==> src/regfile_consts.svh <==
// -----------------------------------------------
// Register file constants: bus widths, register
// addresses, field widths and field reset values
// -----------------------------------------------
`ifndef REGFILE_CONSTS_SVH
`define REGFILE_CONSTS_SVH

`define RF_ADDR_W          21
`define RF_DATA_W          16
`define RF_IDX_W           4

// Register map
`define RF_ADDR_PHY        4'h0
`define RF_ADDR_MODE       4'h1
`define RF_ADDR_PKT_TEST   4'h2
`define RF_ADDR_IDLE       4'h3
`define RF_ADDR_MDIO_MEM   4'h4
`define RF_ADDR_MDIO_SEL   4'h5
`define RF_ADDR_MDIO_DATA  4'h6
`define RF_ADDR_GAP        4'h8
`define RF_ADDR_PHASE      4'h9
`define RF_ADDR_CLK_EN     4'ha
`define RF_ADDR_SWRST      4'hb
`define RF_ADDR_NONE       4'hf

// Field widths
`define RF_PHY_ADDR_W      5
`define RF_PKT_LEN_W       2
`define RF_IDLE_LEN_W      16
`define RF_MDIO_MEM_W      15
`define RF_MDIO_SEL_W      7
`define RF_PKT_DATA_W      9
`define RF_GAP_W           9
`define RF_PHASE_W         9

// Non-zero reset values
`define RF_PHY_ADDR_RST    5'h1f
`define RF_BCAST_MODE_RST  1'b1
`define RF_OPENDRAIN_RST   1'b1
`define RF_PATH96_RST      1'b1
`define RF_IDLE_LEN_RST    16'h7fff
`define RF_CLK_EN_RST      1'b1
`define RF_SW_RSTN_RST     1'b1

`endif
==> src/regfile_pkg.sv <==
// -----------------------------------------------
// Register file types: address enum, bus request,
// write strobes, readback words and config groups
// -----------------------------------------------
`default_nettype none

`include "regfile_consts.svh"

package regfile_pkg;

    typedef enum logic [`RF_IDX_W-1:0] {
        ADDR_PHY       = `RF_ADDR_PHY,
        ADDR_MODE      = `RF_ADDR_MODE,
        ADDR_PKT_TEST  = `RF_ADDR_PKT_TEST,
        ADDR_IDLE      = `RF_ADDR_IDLE,
        ADDR_MDIO_MEM  = `RF_ADDR_MDIO_MEM,
        ADDR_MDIO_SEL  = `RF_ADDR_MDIO_SEL,
        ADDR_MDIO_DATA = `RF_ADDR_MDIO_DATA,
        ADDR_GAP       = `RF_ADDR_GAP,
        ADDR_PHASE     = `RF_ADDR_PHASE,
        ADDR_CLK_EN    = `RF_ADDR_CLK_EN,
        ADDR_SWRST     = `RF_ADDR_SWRST,
        ADDR_NONE      = `RF_ADDR_NONE
    } reg_addr_e;

    typedef struct packed {
        logic [`RF_ADDR_W-1:0] paddr;
        logic                  pwrite;
        logic                  psel;
        logic                  penable;
        logic [`RF_DATA_W-1:0] pwdata;
    } apb_req_t;

    // One strobe per register index
    typedef struct packed {
        logic [(1 << `RF_IDX_W)-1:0] strb;
        logic [`RF_DATA_W-1:0]       data;
    } reg_wr_t;

    // -----------------------------------------------
    // Configuration groups
    // -----------------------------------------------
    typedef struct packed {
        logic [`RF_PHY_ADDR_W-1:0] legal_phy_addr;
        logic [`RF_PHY_ADDR_W-1:0] legal_phy_addr_mask;
        logic [`RF_PHY_ADDR_W-1:0] broadcast_addr;
        logic                      broadcast_mode;
        logic                      non_zero_detect;
        logic                      opendrain_mode;
        logic                      watchdog_enable;
        logic                      sync_select;
    } phy_cfg_t;

    typedef struct packed {
        logic                      self_test_mode;
        logic [`RF_PKT_LEN_W-1:0]  pkt_data_length;
        logic                      capture_mode;
        logic                      capture_start;
        logic                      capture_again;
        logic                      path96_en;
        logic [`RF_IDLE_LEN_W-1:0] pkt_idle_length;
        logic [`RF_GAP_W-1:0]      pktctrl_gap;
        logic [`RF_PHASE_W-1:0]    pktctrl_phase;
        logic                      pktctrl_clk_en;
        logic                      pktctrl_sw_rstn;
    } pkt_cfg_t;

    typedef struct packed {
        logic [`RF_MDIO_SEL_W-1:0] mdio_data_sel;
        logic [`RF_MDIO_MEM_W-1:0] mdio_memory_addr;
    } mdio_cfg_t;

    // -----------------------------------------------
    // Readback words, one part per bank
    // -----------------------------------------------
    typedef struct packed {
        logic [`RF_DATA_W-1:0] phy_addr;
        logic [`RF_DATA_W-1:0] mode;
    } phy_words_t;

    typedef struct packed {
        logic [`RF_DATA_W-1:0] pkt_test;
        logic [`RF_DATA_W-1:0] idle;
        logic [`RF_DATA_W-1:0] gap;
        logic [`RF_DATA_W-1:0] phase;
        logic [`RF_DATA_W-1:0] clk_en;
        logic [`RF_DATA_W-1:0] swrst;
    } pkt_words_t;

    typedef struct packed {
        logic [`RF_DATA_W-1:0] mem_addr;
        logic [`RF_DATA_W-1:0] data_sel;
        logic [`RF_DATA_W-1:0] pkt_data;
    } mdio_words_t;

    typedef struct packed {
        phy_words_t  phy;
        pkt_words_t  pkt;
        mdio_words_t mdio;
    } rd_words_t;

endpackage

`default_nettype wire

==> src/top_regfile.sv <==
// -----------------------------------------------
// APB register file top: bus front end plus the
// PHY, packet-control and MDIO register banks
// -----------------------------------------------
`timescale 1ns/10ps
`default_nettype none

`include "regfile_consts.svh"

module top_regfile import regfile_pkg::*; (
    input  wire                      clk,
    input  wire                      rst,

    input  wire [`RF_ADDR_W-1:0]     paddr,
    input  wire                      pwrite,
    input  wire                      psel,
    input  wire                      penable,
    input  wire [`RF_DATA_W-1:0]     pwdata,
    output wire                      pready,
    output wire [`RF_DATA_W-1:0]     prdata,

    output wire phy_cfg_t            phy_cfg,
    output wire pkt_cfg_t            pkt_cfg,
    output wire mdio_cfg_t           mdio_cfg,

    input  wire [`RF_PKT_DATA_W-1:0] mdio_pkt_data,
    input  wire                      mdio_pkt_data_we
);

    wire apb_req_t  req;
    wire reg_wr_t   wr;
    wire rd_words_t rd_words;

    assign req = '{paddr: paddr, pwrite: pwrite, psel: psel,
                   penable: penable, pwdata: pwdata};

    regfile_bus_ctrl u_bus_ctrl (
        .req      (req),
        .wr       (wr),
        .rd_words (rd_words),
        .pready   (pready),
        .prdata   (prdata)
    );

    phy_addr_bank u_phy_addr_bank (
        .clk   (clk),
        .rst   (rst),
        .wr    (wr),
        .cfg   (phy_cfg),
        .words (rd_words.phy)
    );

    pkt_ctrl_bank u_pkt_ctrl_bank (
        .clk   (clk),
        .rst   (rst),
        .wr    (wr),
        .cfg   (pkt_cfg),
        .words (rd_words.pkt)
    );

    mdio_access_bank u_mdio_access_bank (
        .clk         (clk),
        .rst         (rst),
        .wr          (wr),
        .pkt_data    (mdio_pkt_data),
        .pkt_data_we (mdio_pkt_data_we),
        .cfg         (mdio_cfg),
        .words       (rd_words.mdio)
    );

endmodule

`default_nettype wire

==> src/mdio_access_bank.sv <==
// -----------------------------------------------
// MDIO access registers (0x4, 0x5) and the
// device-written packet data status (0x6)
// -----------------------------------------------
`timescale 1ns/10ps
`default_nettype none

`include "regfile_consts.svh"

module mdio_access_bank import regfile_pkg::*; (
    input  wire                      clk,
    input  wire                      rst,
    input  wire reg_wr_t             wr,
    input  wire [`RF_PKT_DATA_W-1:0] pkt_data,
    input  wire                      pkt_data_we,
    output mdio_cfg_t                cfg,
    output mdio_words_t              words
);

    logic [`RF_PKT_DATA_W-1:0] pkt_data_q;

    reg_cell #(.W(`RF_MDIO_MEM_W), .INIT('0)) u_mdio_memory_addr (
        .clk   (clk),
        .rst   (rst),
        .we    (wr.strb[ADDR_MDIO_MEM]),
        .wdata (wr.data[`RF_MDIO_MEM_W-1:0]),
        .q     (cfg.mdio_memory_addr)
    );

    reg_cell #(.W(`RF_MDIO_SEL_W), .INIT('0)) u_mdio_data_sel (
        .clk   (clk),
        .rst   (rst),
        .we    (wr.strb[ADDR_MDIO_SEL]),
        .wdata (wr.data[`RF_MDIO_SEL_W-1:0]),
        .q     (cfg.mdio_data_sel)
    );

    // -----------------------------------------------
    // Status captured from the device side
    // -----------------------------------------------
    // Bus writes to 0x6 have no path here
    always_ff @(posedge clk) begin
        if (rst) begin
            pkt_data_q <= '0;
        end else if (pkt_data_we) begin
            pkt_data_q <= pkt_data;
        end
    end

    assign words.mem_addr = {1'b0, cfg.mdio_memory_addr};
    assign words.data_sel = {9'b0, cfg.mdio_data_sel};
    assign words.pkt_data = {7'b0, pkt_data_q};

endmodule

`default_nettype wire

==> src/pkt_ctrl_bank.sv <==
// -----------------------------------------------
// Packet test and packet-control registers
// (0x2, 0x3, 0x8 to 0xb)
// -----------------------------------------------
`timescale 1ns/10ps
`default_nettype none

`include "regfile_consts.svh"

module pkt_ctrl_bank import regfile_pkg::*; (
    input  wire          clk,
    input  wire          rst,
    input  wire reg_wr_t wr,
    output pkt_cfg_t     cfg,
    output pkt_words_t   words
);

    logic regfile_sw_rstn;

    // -----------------------------------------------
    // Packet test control, 0x2
    // -----------------------------------------------
    reg_cell #(.W(1), .INIT(1'b0)) u_self_test_mode (
        .clk(clk), .rst(rst), .we(wr.strb[ADDR_PKT_TEST]), .wdata(wr.data[6]),
        .q(cfg.self_test_mode)
    );
    reg_cell #(.W(`RF_PKT_LEN_W), .INIT('0)) u_pkt_data_length (
        .clk(clk), .rst(rst), .we(wr.strb[ADDR_PKT_TEST]), .wdata(wr.data[5:4]),
        .q(cfg.pkt_data_length)
    );
    reg_cell #(.W(1), .INIT(1'b0)) u_capture_mode (
        .clk(clk), .rst(rst), .we(wr.strb[ADDR_PKT_TEST]), .wdata(wr.data[3]),
        .q(cfg.capture_mode)
    );
    // Start and again are one-cycle pulses
    reg_cell #(.W(1), .INIT(1'b0), .SELF_CLEAR(1'b1)) u_capture_start (
        .clk(clk), .rst(rst), .we(wr.strb[ADDR_PKT_TEST]), .wdata(wr.data[2]),
        .q(cfg.capture_start)
    );
    reg_cell #(.W(1), .INIT(1'b0), .SELF_CLEAR(1'b1)) u_capture_again (
        .clk(clk), .rst(rst), .we(wr.strb[ADDR_PKT_TEST]), .wdata(wr.data[1]),
        .q(cfg.capture_again)
    );
    reg_cell #(.W(1), .INIT(`RF_PATH96_RST)) u_path96_en (
        .clk(clk), .rst(rst), .we(wr.strb[ADDR_PKT_TEST]), .wdata(wr.data[0]),
        .q(cfg.path96_en)
    );

    reg_cell #(.W(`RF_IDLE_LEN_W), .INIT(`RF_IDLE_LEN_RST)) u_pkt_idle_length (
        .clk(clk), .rst(rst), .we(wr.strb[ADDR_IDLE]), .wdata(wr.data),
        .q(cfg.pkt_idle_length)
    );

    // -----------------------------------------------
    // Packet control, 0x8 to 0xb
    // -----------------------------------------------
    reg_cell #(.W(`RF_GAP_W), .INIT('0)) u_pktctrl_gap (
        .clk(clk), .rst(rst), .we(wr.strb[ADDR_GAP]), .wdata(wr.data[`RF_GAP_W-1:0]),
        .q(cfg.pktctrl_gap)
    );
    reg_cell #(.W(`RF_PHASE_W), .INIT('0)) u_pktctrl_phase (
        .clk(clk), .rst(rst), .we(wr.strb[ADDR_PHASE]), .wdata(wr.data[`RF_PHASE_W-1:0]),
        .q(cfg.pktctrl_phase)
    );
    reg_cell #(.W(1), .INIT(`RF_CLK_EN_RST)) u_pktctrl_clk_en (
        .clk(clk), .rst(rst), .we(wr.strb[ADDR_CLK_EN]), .wdata(wr.data[0]),
        .q(cfg.pktctrl_clk_en)
    );
    reg_cell #(.W(1), .INIT(`RF_SW_RSTN_RST)) u_pktctrl_sw_rstn (
        .clk(clk), .rst(rst), .we(wr.strb[ADDR_SWRST]), .wdata(wr.data[1]),
        .q(cfg.pktctrl_sw_rstn)
    );
    // Readback only, drives no reset
    reg_cell #(.W(1), .INIT(`RF_SW_RSTN_RST)) u_regfile_sw_rstn (
        .clk(clk), .rst(rst), .we(wr.strb[ADDR_SWRST]), .wdata(wr.data[0]),
        .q(regfile_sw_rstn)
    );

    // Pulse bits always read as zero
    assign words.pkt_test = {9'b0, cfg.self_test_mode, cfg.pkt_data_length,
                             cfg.capture_mode, 1'b0, 1'b0, cfg.path96_en};
    assign words.idle     = cfg.pkt_idle_length;
    assign words.gap      = {7'b0, cfg.pktctrl_gap};
    assign words.phase    = {7'b0, cfg.pktctrl_phase};
    assign words.clk_en   = {15'b0, cfg.pktctrl_clk_en};
    assign words.swrst    = {14'b0, cfg.pktctrl_sw_rstn, regfile_sw_rstn};

endmodule

`default_nettype wire

==> src/phy_addr_bank.sv <==
// -----------------------------------------------
// PHY addressing and mode registers (0x0, 0x1)
// -----------------------------------------------
`timescale 1ns/10ps
`default_nettype none

`include "regfile_consts.svh"

module phy_addr_bank import regfile_pkg::*; (
    input  wire          clk,
    input  wire          rst,
    input  wire reg_wr_t wr,
    output phy_cfg_t     cfg,
    output phy_words_t   words
);

    // Address 0x0
    reg_cell #(.W(`RF_PHY_ADDR_W), .INIT(`RF_PHY_ADDR_RST)) u_legal_phy_addr (
        .clk(clk), .rst(rst), .we(wr.strb[ADDR_PHY]), .wdata(wr.data[14:10]),
        .q(cfg.legal_phy_addr)
    );
    reg_cell #(.W(`RF_PHY_ADDR_W), .INIT(`RF_PHY_ADDR_RST)) u_legal_phy_addr_mask (
        .clk(clk), .rst(rst), .we(wr.strb[ADDR_PHY]), .wdata(wr.data[9:5]),
        .q(cfg.legal_phy_addr_mask)
    );
    reg_cell #(.W(`RF_PHY_ADDR_W), .INIT(`RF_PHY_ADDR_RST)) u_broadcast_addr (
        .clk(clk), .rst(rst), .we(wr.strb[ADDR_PHY]), .wdata(wr.data[4:0]),
        .q(cfg.broadcast_addr)
    );

    // Address 0x1 mode bits
    reg_cell #(.W(1), .INIT(`RF_BCAST_MODE_RST)) u_broadcast_mode (
        .clk(clk), .rst(rst), .we(wr.strb[ADDR_MODE]), .wdata(wr.data[4]),
        .q(cfg.broadcast_mode)
    );
    reg_cell #(.W(1), .INIT(1'b0)) u_non_zero_detect (
        .clk(clk), .rst(rst), .we(wr.strb[ADDR_MODE]), .wdata(wr.data[3]),
        .q(cfg.non_zero_detect)
    );
    reg_cell #(.W(1), .INIT(`RF_OPENDRAIN_RST)) u_opendrain_mode (
        .clk(clk), .rst(rst), .we(wr.strb[ADDR_MODE]), .wdata(wr.data[2]),
        .q(cfg.opendrain_mode)
    );
    reg_cell #(.W(1), .INIT(1'b0)) u_watchdog_enable (
        .clk(clk), .rst(rst), .we(wr.strb[ADDR_MODE]), .wdata(wr.data[1]),
        .q(cfg.watchdog_enable)
    );
    reg_cell #(.W(1), .INIT(1'b0)) u_sync_select (
        .clk(clk), .rst(rst), .we(wr.strb[ADDR_MODE]), .wdata(wr.data[0]),
        .q(cfg.sync_select)
    );

    assign words.phy_addr = {1'b0, cfg.legal_phy_addr, cfg.legal_phy_addr_mask,
                             cfg.broadcast_addr};
    assign words.mode     = {11'b0, cfg.broadcast_mode, cfg.non_zero_detect,
                             cfg.opendrain_mode, cfg.watchdog_enable, cfg.sync_select};

endmodule

`default_nettype wire

==> src/regfile_bus_ctrl.sv <==
// -----------------------------------------------
// APB slave front end: address decode, write
// strobes, pready and readback multiplexer
// -----------------------------------------------
`timescale 1ns/10ps
`default_nettype none

`include "regfile_consts.svh"

module regfile_bus_ctrl import regfile_pkg::*; (
    input  wire apb_req_t             req,
    output reg_wr_t                   wr,
    input  wire rd_words_t            rd_words,
    output logic                      pready,
    output logic [`RF_DATA_W-1:0]     prdata
);

    logic      access;
    reg_addr_e addr;

    // Access phase, zero wait states
    assign access = req.psel & req.penable;
    assign pready = access;

    // Only the low index bits may be set for a mapped register
    always_comb begin
        addr = ADDR_NONE;
        if (req.paddr[`RF_ADDR_W-1:`RF_IDX_W] == '0) begin
            case (req.paddr[`RF_IDX_W-1:0])
                ADDR_PHY, ADDR_MODE, ADDR_PKT_TEST, ADDR_IDLE,
                ADDR_MDIO_MEM, ADDR_MDIO_SEL, ADDR_MDIO_DATA,
                ADDR_GAP, ADDR_PHASE, ADDR_CLK_EN, ADDR_SWRST: begin
                    addr = reg_addr_e'(req.paddr[`RF_IDX_W-1:0]);
                end
                default: begin
                    addr = ADDR_NONE;
                end
            endcase
        end
    end

    always_comb begin
        wr      = '0;
        wr.data = req.pwdata;
        if (access && req.pwrite && addr != ADDR_NONE) begin
            wr.strb[addr] = 1'b1;
        end
    end

    // -----------------------------------------------
    // Readback
    // -----------------------------------------------
    always_comb begin
        prdata = '0;
        if (access && !req.pwrite) begin
            case (addr)
                ADDR_PHY:       prdata = rd_words.phy.phy_addr;
                ADDR_MODE:      prdata = rd_words.phy.mode;
                ADDR_PKT_TEST:  prdata = rd_words.pkt.pkt_test;
                ADDR_IDLE:      prdata = rd_words.pkt.idle;
                ADDR_MDIO_MEM:  prdata = rd_words.mdio.mem_addr;
                ADDR_MDIO_SEL:  prdata = rd_words.mdio.data_sel;
                ADDR_MDIO_DATA: prdata = rd_words.mdio.pkt_data;
                ADDR_GAP:       prdata = rd_words.pkt.gap;
                ADDR_PHASE:     prdata = rd_words.pkt.phase;
                ADDR_CLK_EN:    prdata = rd_words.pkt.clk_en;
                ADDR_SWRST:     prdata = rd_words.pkt.swrst;
                default:        prdata = '0;
            endcase
        end
    end

endmodule

`default_nettype wire

==> src/reg_cell.sv <==
// -----------------------------------------------
// Single field register, loaded by a write strobe,
// with optional self-clear one cycle after load
// -----------------------------------------------
`timescale 1ns/10ps
`default_nettype none

module reg_cell #(
    parameter int         W          = 1,
    parameter logic [W-1:0] INIT     = '0,
    parameter bit         SELF_CLEAR = 1'b0
) (
    input  wire           clk,
    input  wire           rst,
    input  wire           we,
    input  wire [W-1:0]   wdata,
    output logic [W-1:0]  q
);

    always_ff @(posedge clk) begin
        if (rst) begin
            q <= INIT;
        end else if (we) begin
            q <= wdata;
        end else if (SELF_CLEAR) begin
            // Pulse field, back to zero after one cycle
            q <= '0;
        end
    end

endmodule

`default_nettype wire

==> config.mk <==
export PLATFORM = sky130hd
export DESIGN_NAME = top_regfile
export DESIGN_NICKNAME = d
export VERILOG_FILES = /design/src/regfile_pkg.sv /design/src/top_regfile.sv /design/src/mdio_access_bank.sv /design/src/pkt_ctrl_bank.sv /design/src/phy_addr_bank.sv /design/src/regfile_bus_ctrl.sv /design/src/reg_cell.sv
export VERILOG_INCLUDE_DIRS = /design/src
export SDC_FILE = /design/constraint.sdc
export NUM_CORES = 1
export LEC_CHECK = 0
export BUFFER_PORTS_ARGS = -buffer_cell sky130_fd_sc_hd__buf_4
export CAP_MARGIN = 20
export CORE_MARGIN = 2
export CORE_UTILIZATION = 55
export DETAILED_ROUTE_END_ITERATION = 16
export GPL_TIMING_DRIVEN = 0
export PLACE_DENSITY = 0.91
export SYNTH_ARGS = -nofsm -noshare
export SYNTH_HDL_FRONTEND = slang
export SYNTH_SLANG_ARGS = --single-unit
==> constraint.sdc <==
create_clock -name clk -period 4.8 [get_ports clk]
set_clock_uncertainty 0.2 [all_clocks]
set_input_delay 0.24 -clock clk [delete_from_list [all_inputs] [get_ports clk]]
set_output_delay 0.24 -clock clk [all_outputs]
set_load 0.03 [all_outputs]
**Yosys cells after proc, flatten, opt, wreduce, memory -nomap -nowiden**

Cells that the tools add are included.

- $add $sub $neg: 0
- $mul: 0
- Divide/modulo/power cells: 0
- $lt $le $gt $ge: 2
- Equality and inequality tests: 21
- Shift-type cells: 0
- Mux-type cells: 7
- Bitwise operators: 2
- Reduce and logical (&&, ||, !) cells: 10

Operators with widths:

| operator | count |
|---|---|
| 16-bit case mux with 11 select lines | 1 |
| 4-bit equality test (second input constant) | 8 |
| 4-bit by 3-bit equality test with 1-bit output (second input constant) | 6 |
| 17-bit zero test | 1 |
| 4-bit by 2-bit equality test with 1-bit output (second input constant) | 4 |
| 16-bit two-way mux | 1 |
| 12-bit two-way mux | 1 |
| 11-bit OR reduction | 1 |
| 4-bit by 1-bit equality test with 1-bit output (second input constant) | 2 |
| 4-bit zero test | 2 |
| 4-bit two-way mux | 2 |
| 4-bit by 5-bit < comparator with 1-bit output (second input constant) | 1 |
| 1-bit demux with 4-bit select | 1 |
| 4-bit by 1-bit greater-or-equal comparator with 1-bit output (second input constant) | 1 |
| 1-bit logical AND | 4 |
| 4-bit != test (second input constant) | 1 |
| 2-bit OR reduction | 1 |
| 1-bit AND | 1 |
| 1-bit zero test | 1 |
| 1-bit two-way mux | 1 |
| 1-bit inverter | 1 |

- Register bits after elaboration: 95
- Latch bits: 0
- RAM bits: 0
- Bits in read-only memories: 0
- Logic and storage cells: 65
- Memories kept: 0

**Longest topological paths before layout**

- Depth in word-level cells: 11
- Mapped depth: 9
- Depth with buffers taken out: 5

**Hierarchy**

Synthesis repeated with hierarchy kept, for this count alone.

- Cells, all modules: 758
- Area total of the unflattened synthesis: 6677.7 um2

Modules (own cells, without submodules):

| module | times used | cells an instance | area an instance (um2) | sequential area each (um2) |
|---|---|---|---|---|
| regfile_bus_ctrl | 1 | 287 | 1965.6 | 0.0 |
| pkt_ctrl_bank | 1 | 97 | 724.4 | 0.0 |
| reg_cell at u_pkt_ctrl_bank.u_pktctrl_gap ... | 2 | 29 | 319.1 | 180.2 |
| mdio_access_bank | 1 | 69 | 615.6 | 180.2 |
| reg_cell at u_pkt_ctrl_bank.u_pkt_idle_length | 1 | 53 | 599.3 | 320.3 |
| reg_cell at u_phy_addr_bank.u_broadcast_addr ... | 3 | 16 | 198.9 | 100.1 |
| reg_cell at u_mdio_access_bank.u_mdio_memory_addr | 1 | 48 | 541.8 | 300.3 |
| reg_cell at u_mdio_access_bank.u_mdio_data_sel | 1 | 22 | 247.7 | 140.1 |
| phy_addr_bank | 1 | 33 | 244.0 | 0.0 |
| reg_cell at u_phy_addr_bank.u_broadcast_mode ... | 6 | 3 | 35.0 | 20.0 |
| reg_cell at u_phy_addr_bank.u_non_zero_detect ... | 5 | 3 | 33.8 | 20.0 |
| reg_cell at u_pkt_ctrl_bank.u_pkt_data_length | 1 | 6 | 67.6 | 40.0 |
| reg_cell at u_pkt_ctrl_bank.u_capture_again ... | 2 | 2 | 28.8 | 20.0 |

**Least setup slack after synthesis**

Ideal clock, no wire load.

- Path type: input-to-output
- Start point: input paddr[8]
- End point: output prdata[0]
- Data arrival time: 2222 ps
- Required time: 4360 ps
- Slack: 2138 ps
- Stages on the path: 6
- Path buffers: 2
- Path through: or3_1 > buf_2 > nor3_2 > clkbuf_1 > nand3_1 > a31oi_1

- Word-level cells in the longest chain between the ends: 5
- Elaborated cells on any way between the ends: 15
- Classes of those cells: 10 x eq/ne; 3 x mux; 2 x reduce/logical

Ends and longest elaborated chain:

| what | RTL line | source |
|---|---|---|
| from (decl) | top_regfile.sv:14 | `` input wire [`RF_ADDR_W-1:0] paddr, `` |
| 17-bit zero test (*) | regfile_bus_ctrl.sv:28 | `` if (req.paddr[`RF_ADDR_W-1:`RF_IDX_W] == '0) begin `` |
| 4-bit two-way mux (*) | regfile_bus_ctrl.sv:28 |  |
| 4-bit equality test, or another cell as far along | regfile_bus_ctrl.sv:56 | `case (addr)` |
| 16-bit case mux with 11 select lines (*) | regfile_bus_ctrl.sv:56 |  |
| 16-bit two-way mux (*) | regfile_bus_ctrl.sv:55 | `if (access && !req.pwrite) begin` |
| to (decl) | top_regfile.sv:20 | `` output wire [`RF_DATA_W-1:0] prdata, `` |

Mark *: on every way between the ends. The rest lies on a longest branch, timed or not.

**Worst setup path in the final report**

- Start point: input paddr[9]
- End point: output prdata[0]

The elaborated chain is that of the path after synthesis.

==> flow_summary.json <==
{
  "overflow": 0,
  "cpLargestDelayFamily": "simple AND/OR/NAND/NOR gates",
  "first_global_vias": 5162,
  "synth_ff_type": "dfxtp_1",
  "path_cells": "buf_4 > nor4_1 > nand2_1 > nor3_2 > clkbuf_1 > o21ai_0 > a31oi_1 > buf_4",
  "finalMaxSlewViolations": 0,
  "final_nets": 854,
  "finalWirelength_um": 17800,
  "drv_cap": 0,
  "cts-root-buf": "clkbuf_8",
  "vias": 5479,
  "fp.coreArea_sq_mm": 0.00959,
  "dieHeight_um": 103,
  "dr.first_iter.drc_count": 483,
  "grt_first_pass_wirelength_um": 27100,
  "ys_ff_latch": 95,
  "final_hold_viol_count": 0,
  "cts_tree": "built",
  "hold_depth": 3,
  "p_leak_nw": 3.26,
  "cp-start-kind": "primary input",
  "antenna_cells": 0,
  "groute.layer.met3.usage_pct": 4.54,
  "synth_cell_type_count": 47,
  "layout_common_cells": "buf_4, dfxtp_1, nor2_1",
  "crit_type": "in2out",
  "rsz0062_at_grt": "no",
  "gp_congestion": 0.987,
  "htree_levels": 3,
  "drtPass1Iterations": 8,
  "required_ps": 4360,
  "grt_antenna_before_repair": 0,
  "grt.total_usage_pct": 33.7,
  "avgRoutedWirePerCell_um": 19.0,
  "io_buffers": 149,
  "top_usage_layer": "met2",
  "postSynthNetCount": 670,
  "drc_errors": 0,
  "area_growth_pct": 32.3,
  "synth_seq_area_share_pct": 35.5,
  "end_kind": "output pin",
  "min_period_over_period_pct": 69.8,
  "layout-drive-gt1-share_pct": 34.2,
  "slew_headroom_pct": 22.5,
  "vias_per_cell": 5.83,
  "use_met2_pct": 54.5,
  "mostFrequentLayoutCell": "buf_4",
  "synth_area_sq_mm": 0.00536,
  "synth_warnings": 0,
  "hpwlAfterDp_um": 13200,
  "outcome": "completed",
  "rows": 36,
  "hold_class": "in2reg",
  "fmax_ghz": 0.299,
  "start_util_pct": 55.9,
  "holdWs_ps": 35.5,
  "crit_top_cell": "buf_4",
  "reg2reg_setup_slack_ps": 3840,
  "grtUsageMet1_pct": 44.8,
  "min_period_ps": 3350,
  "dieArea_sq_mm": 0.0106,
  "cpPeakStageDelay_ps": 680,
  "worstRegToRegCells": 2,
  "cp_num_cells": 8,
  "ant_nets": 0,
  "crit_fanout": 10,
  "io_pins": 154,
  "worstPathArrival_ps": 2910,
  "synthCells": 618,
  "p_per_area_mw_per_mm2": 215,
  "clk_pin_slew_ps": 90,
  "clkSinkCount": 95,
  "cts_inserted_buffers": 9,
  "avgSynthCellArea_sq_um": 8.67,
  "cp_num_buf_inv": 3,
  "ir_drop_mv": 0.178,
  "cp_slowest_cell": "nor3_2",
  "fp.dieW_um": 103,
  "clkLatencyLatePin_ps": 360,
  "worstMarginPinSlew_ps": 1150,
  "setup_violations": 0,
  "synth-async-reset-ratio_pct": 0,
  "clockBufferDepth": 2,
  "grt_max_degree": 15,
  "synth_edf_count": 0,
  "setup_tns_ps": 0,
  "post_cts_buffers": 0
}
[synthesized netlist by cell type, types with 2 or more instances]
master | count | area (sq um)
a21oi_1 | 28 | 140
a222oi_1 | 2 | 20.0
a22o_1 | 10 | 87.6
a22oi_1 | 9 | 67.6
a31oi_1 | 3 | 18.8
a32oi_1 | 7 | 61.3
and2_1 | 3 | 18.8
and3_1 | 4 | 25.0
and4_1 | 2 | 17.5
buf_2 | 8 | 40.0
buf_4 | 87 | 653
buf_6 | 3 | 33.8
clkbuf_1 | 29 | 109
dfxtp_1 | 95 | 1900
inv_1 | 2 | 7.51
mux2_2 | 2 | 22.5
mux2i_1 | 78 | 781
nand2_1 | 23 | 86.3
nand2b_1 | 24 | 150
nand3_1 | 33 | 165
nand3_4 | 3 | 52.6
nand4_1 | 10 | 62.6
nand4_4 | 3 | 63.8
nor2_1 | 86 | 323
nor2b_1 | 6 | 37.5
nor3_1 | 4 | 20.0
nor3b_1 | 3 | 22.5
nor4_1 | 4 | 25.0
nor4b_1 | 2 | 17.5
o21ai_0 | 10 | 50.1
o21ai_1 | 10 | 50.1
o221ai_1 | 7 | 61.3
o31ai_1 | 3 | 22.5
or4_4 | 2 | 22.5
[power by group]
part,leakage [nW],total [W],switching (W),internal [W]
Sequential,0.768,0.000796,0.00000408,0.000792
Clock,0.104,0.000570,0.000277,0.000293
Combinational,2.39,0.000160,0.0000934,0.0000670
[per-stage QoR]
step                      instances  util (%)  total power, W  setup WS [ps]  area (sq um)
final                           940      73.9         0.00153           1450          7090
after global routing            940      73.9         0.00156           1340          7090
after CTS                       940      73.9         0.00152           1630          7090
after detailed placement        900      69.3        0.000952           1670          6650
after global placement          900      69.3        0.000949           1620          6650
after floorplan                 618         -        0.000881           2140          5360
[layout make-up]
class                           count  area [sq um]
Multi-Input combinational cell    393          2610
Fill cell                         710          2500
Sequential cell                    95          1900
Timing Repair Buffer              173          1360
Buffer                            128           840
Tap cell                          133           166
Clock buffer                       12           135
Clock inverter                      4          70.1
Inverter                            2          7.51
[cells by family after synthesis]
family / after synthesis / share of synthesized area (%)
AOI/OAI and AO/OA: 94 / 11.7
buffers and inverters: 130 / 15.8
DFF: 95 / 35.5
muxes: 80 / 15.0
and+or+nand+nor: 219 / 22.1
[path summary, 6_finish.rpt]
| path | from | endpoint |
|---|---|---|
| setup / recovery | paddr[9] | prdata[0] |
| hold / removal | pwdata[4] | u_mdio_access_bank.u_mdio_memory_addr.q[4]$_SDFFE_PP0P_ |
| setup reg to reg | u_pkt_ctrl_bank.u_pktctrl_clk_en.q$_SDFFE_PP1P_ | u_pkt_ctrl_bank.u_pktctrl_clk_en.q$_SDFFE_PP1P_ |
| hold reg to reg | u_pkt_ctrl_bank.u_pktctrl_phase.q[3]$_SDFFE_PP0P_ | u_pkt_ctrl_bank.u_pktctrl_phase.q[3]$_SDFFE_PP0P_ |
[what timing repair did]
action | CTS | global route
hold endpoints to repair | 40 | 0
hold buffers | 24 | 0
gates resized for setup | 0 | 0
[worst register-to-register path, stage by stage (launching register included)]
cell      delay, ps
dfxtp_1         350
a311oi_1        230
nor2_1           70
[state kept, by name (all words and copies together), names as in the netlist, 2 cells and up]
signal	flops
u_pkt_ctrl_bank.u_pkt_idle_length.q	16
u_mdio_access_bank.u_mdio_memory_addr.q	15
u_mdio_access_bank.pkt_data_q	9
u_pkt_ctrl_bank.u_pktctrl_gap.q	9
u_pkt_ctrl_bank.u_pktctrl_phase.q	9
u_mdio_access_bank.u_mdio_data_sel.q	7
u_phy_addr_bank.u_broadcast_addr.q	5
u_phy_addr_bank.u_legal_phy_addr.q	5
u_phy_addr_bank.u_legal_phy_addr_mask.q	5
u_pkt_ctrl_bank.u_pkt_data_length.q	2
[layer usage]
layer | part of all wire (%) | wire (um)
met5 | 0 | 0
met3 | 8.1 | 1450
met2 | 47 | 8450
met1 | 40 | 7080
met4 | 4.8 | 862
(Power assumes the default switching activity.)
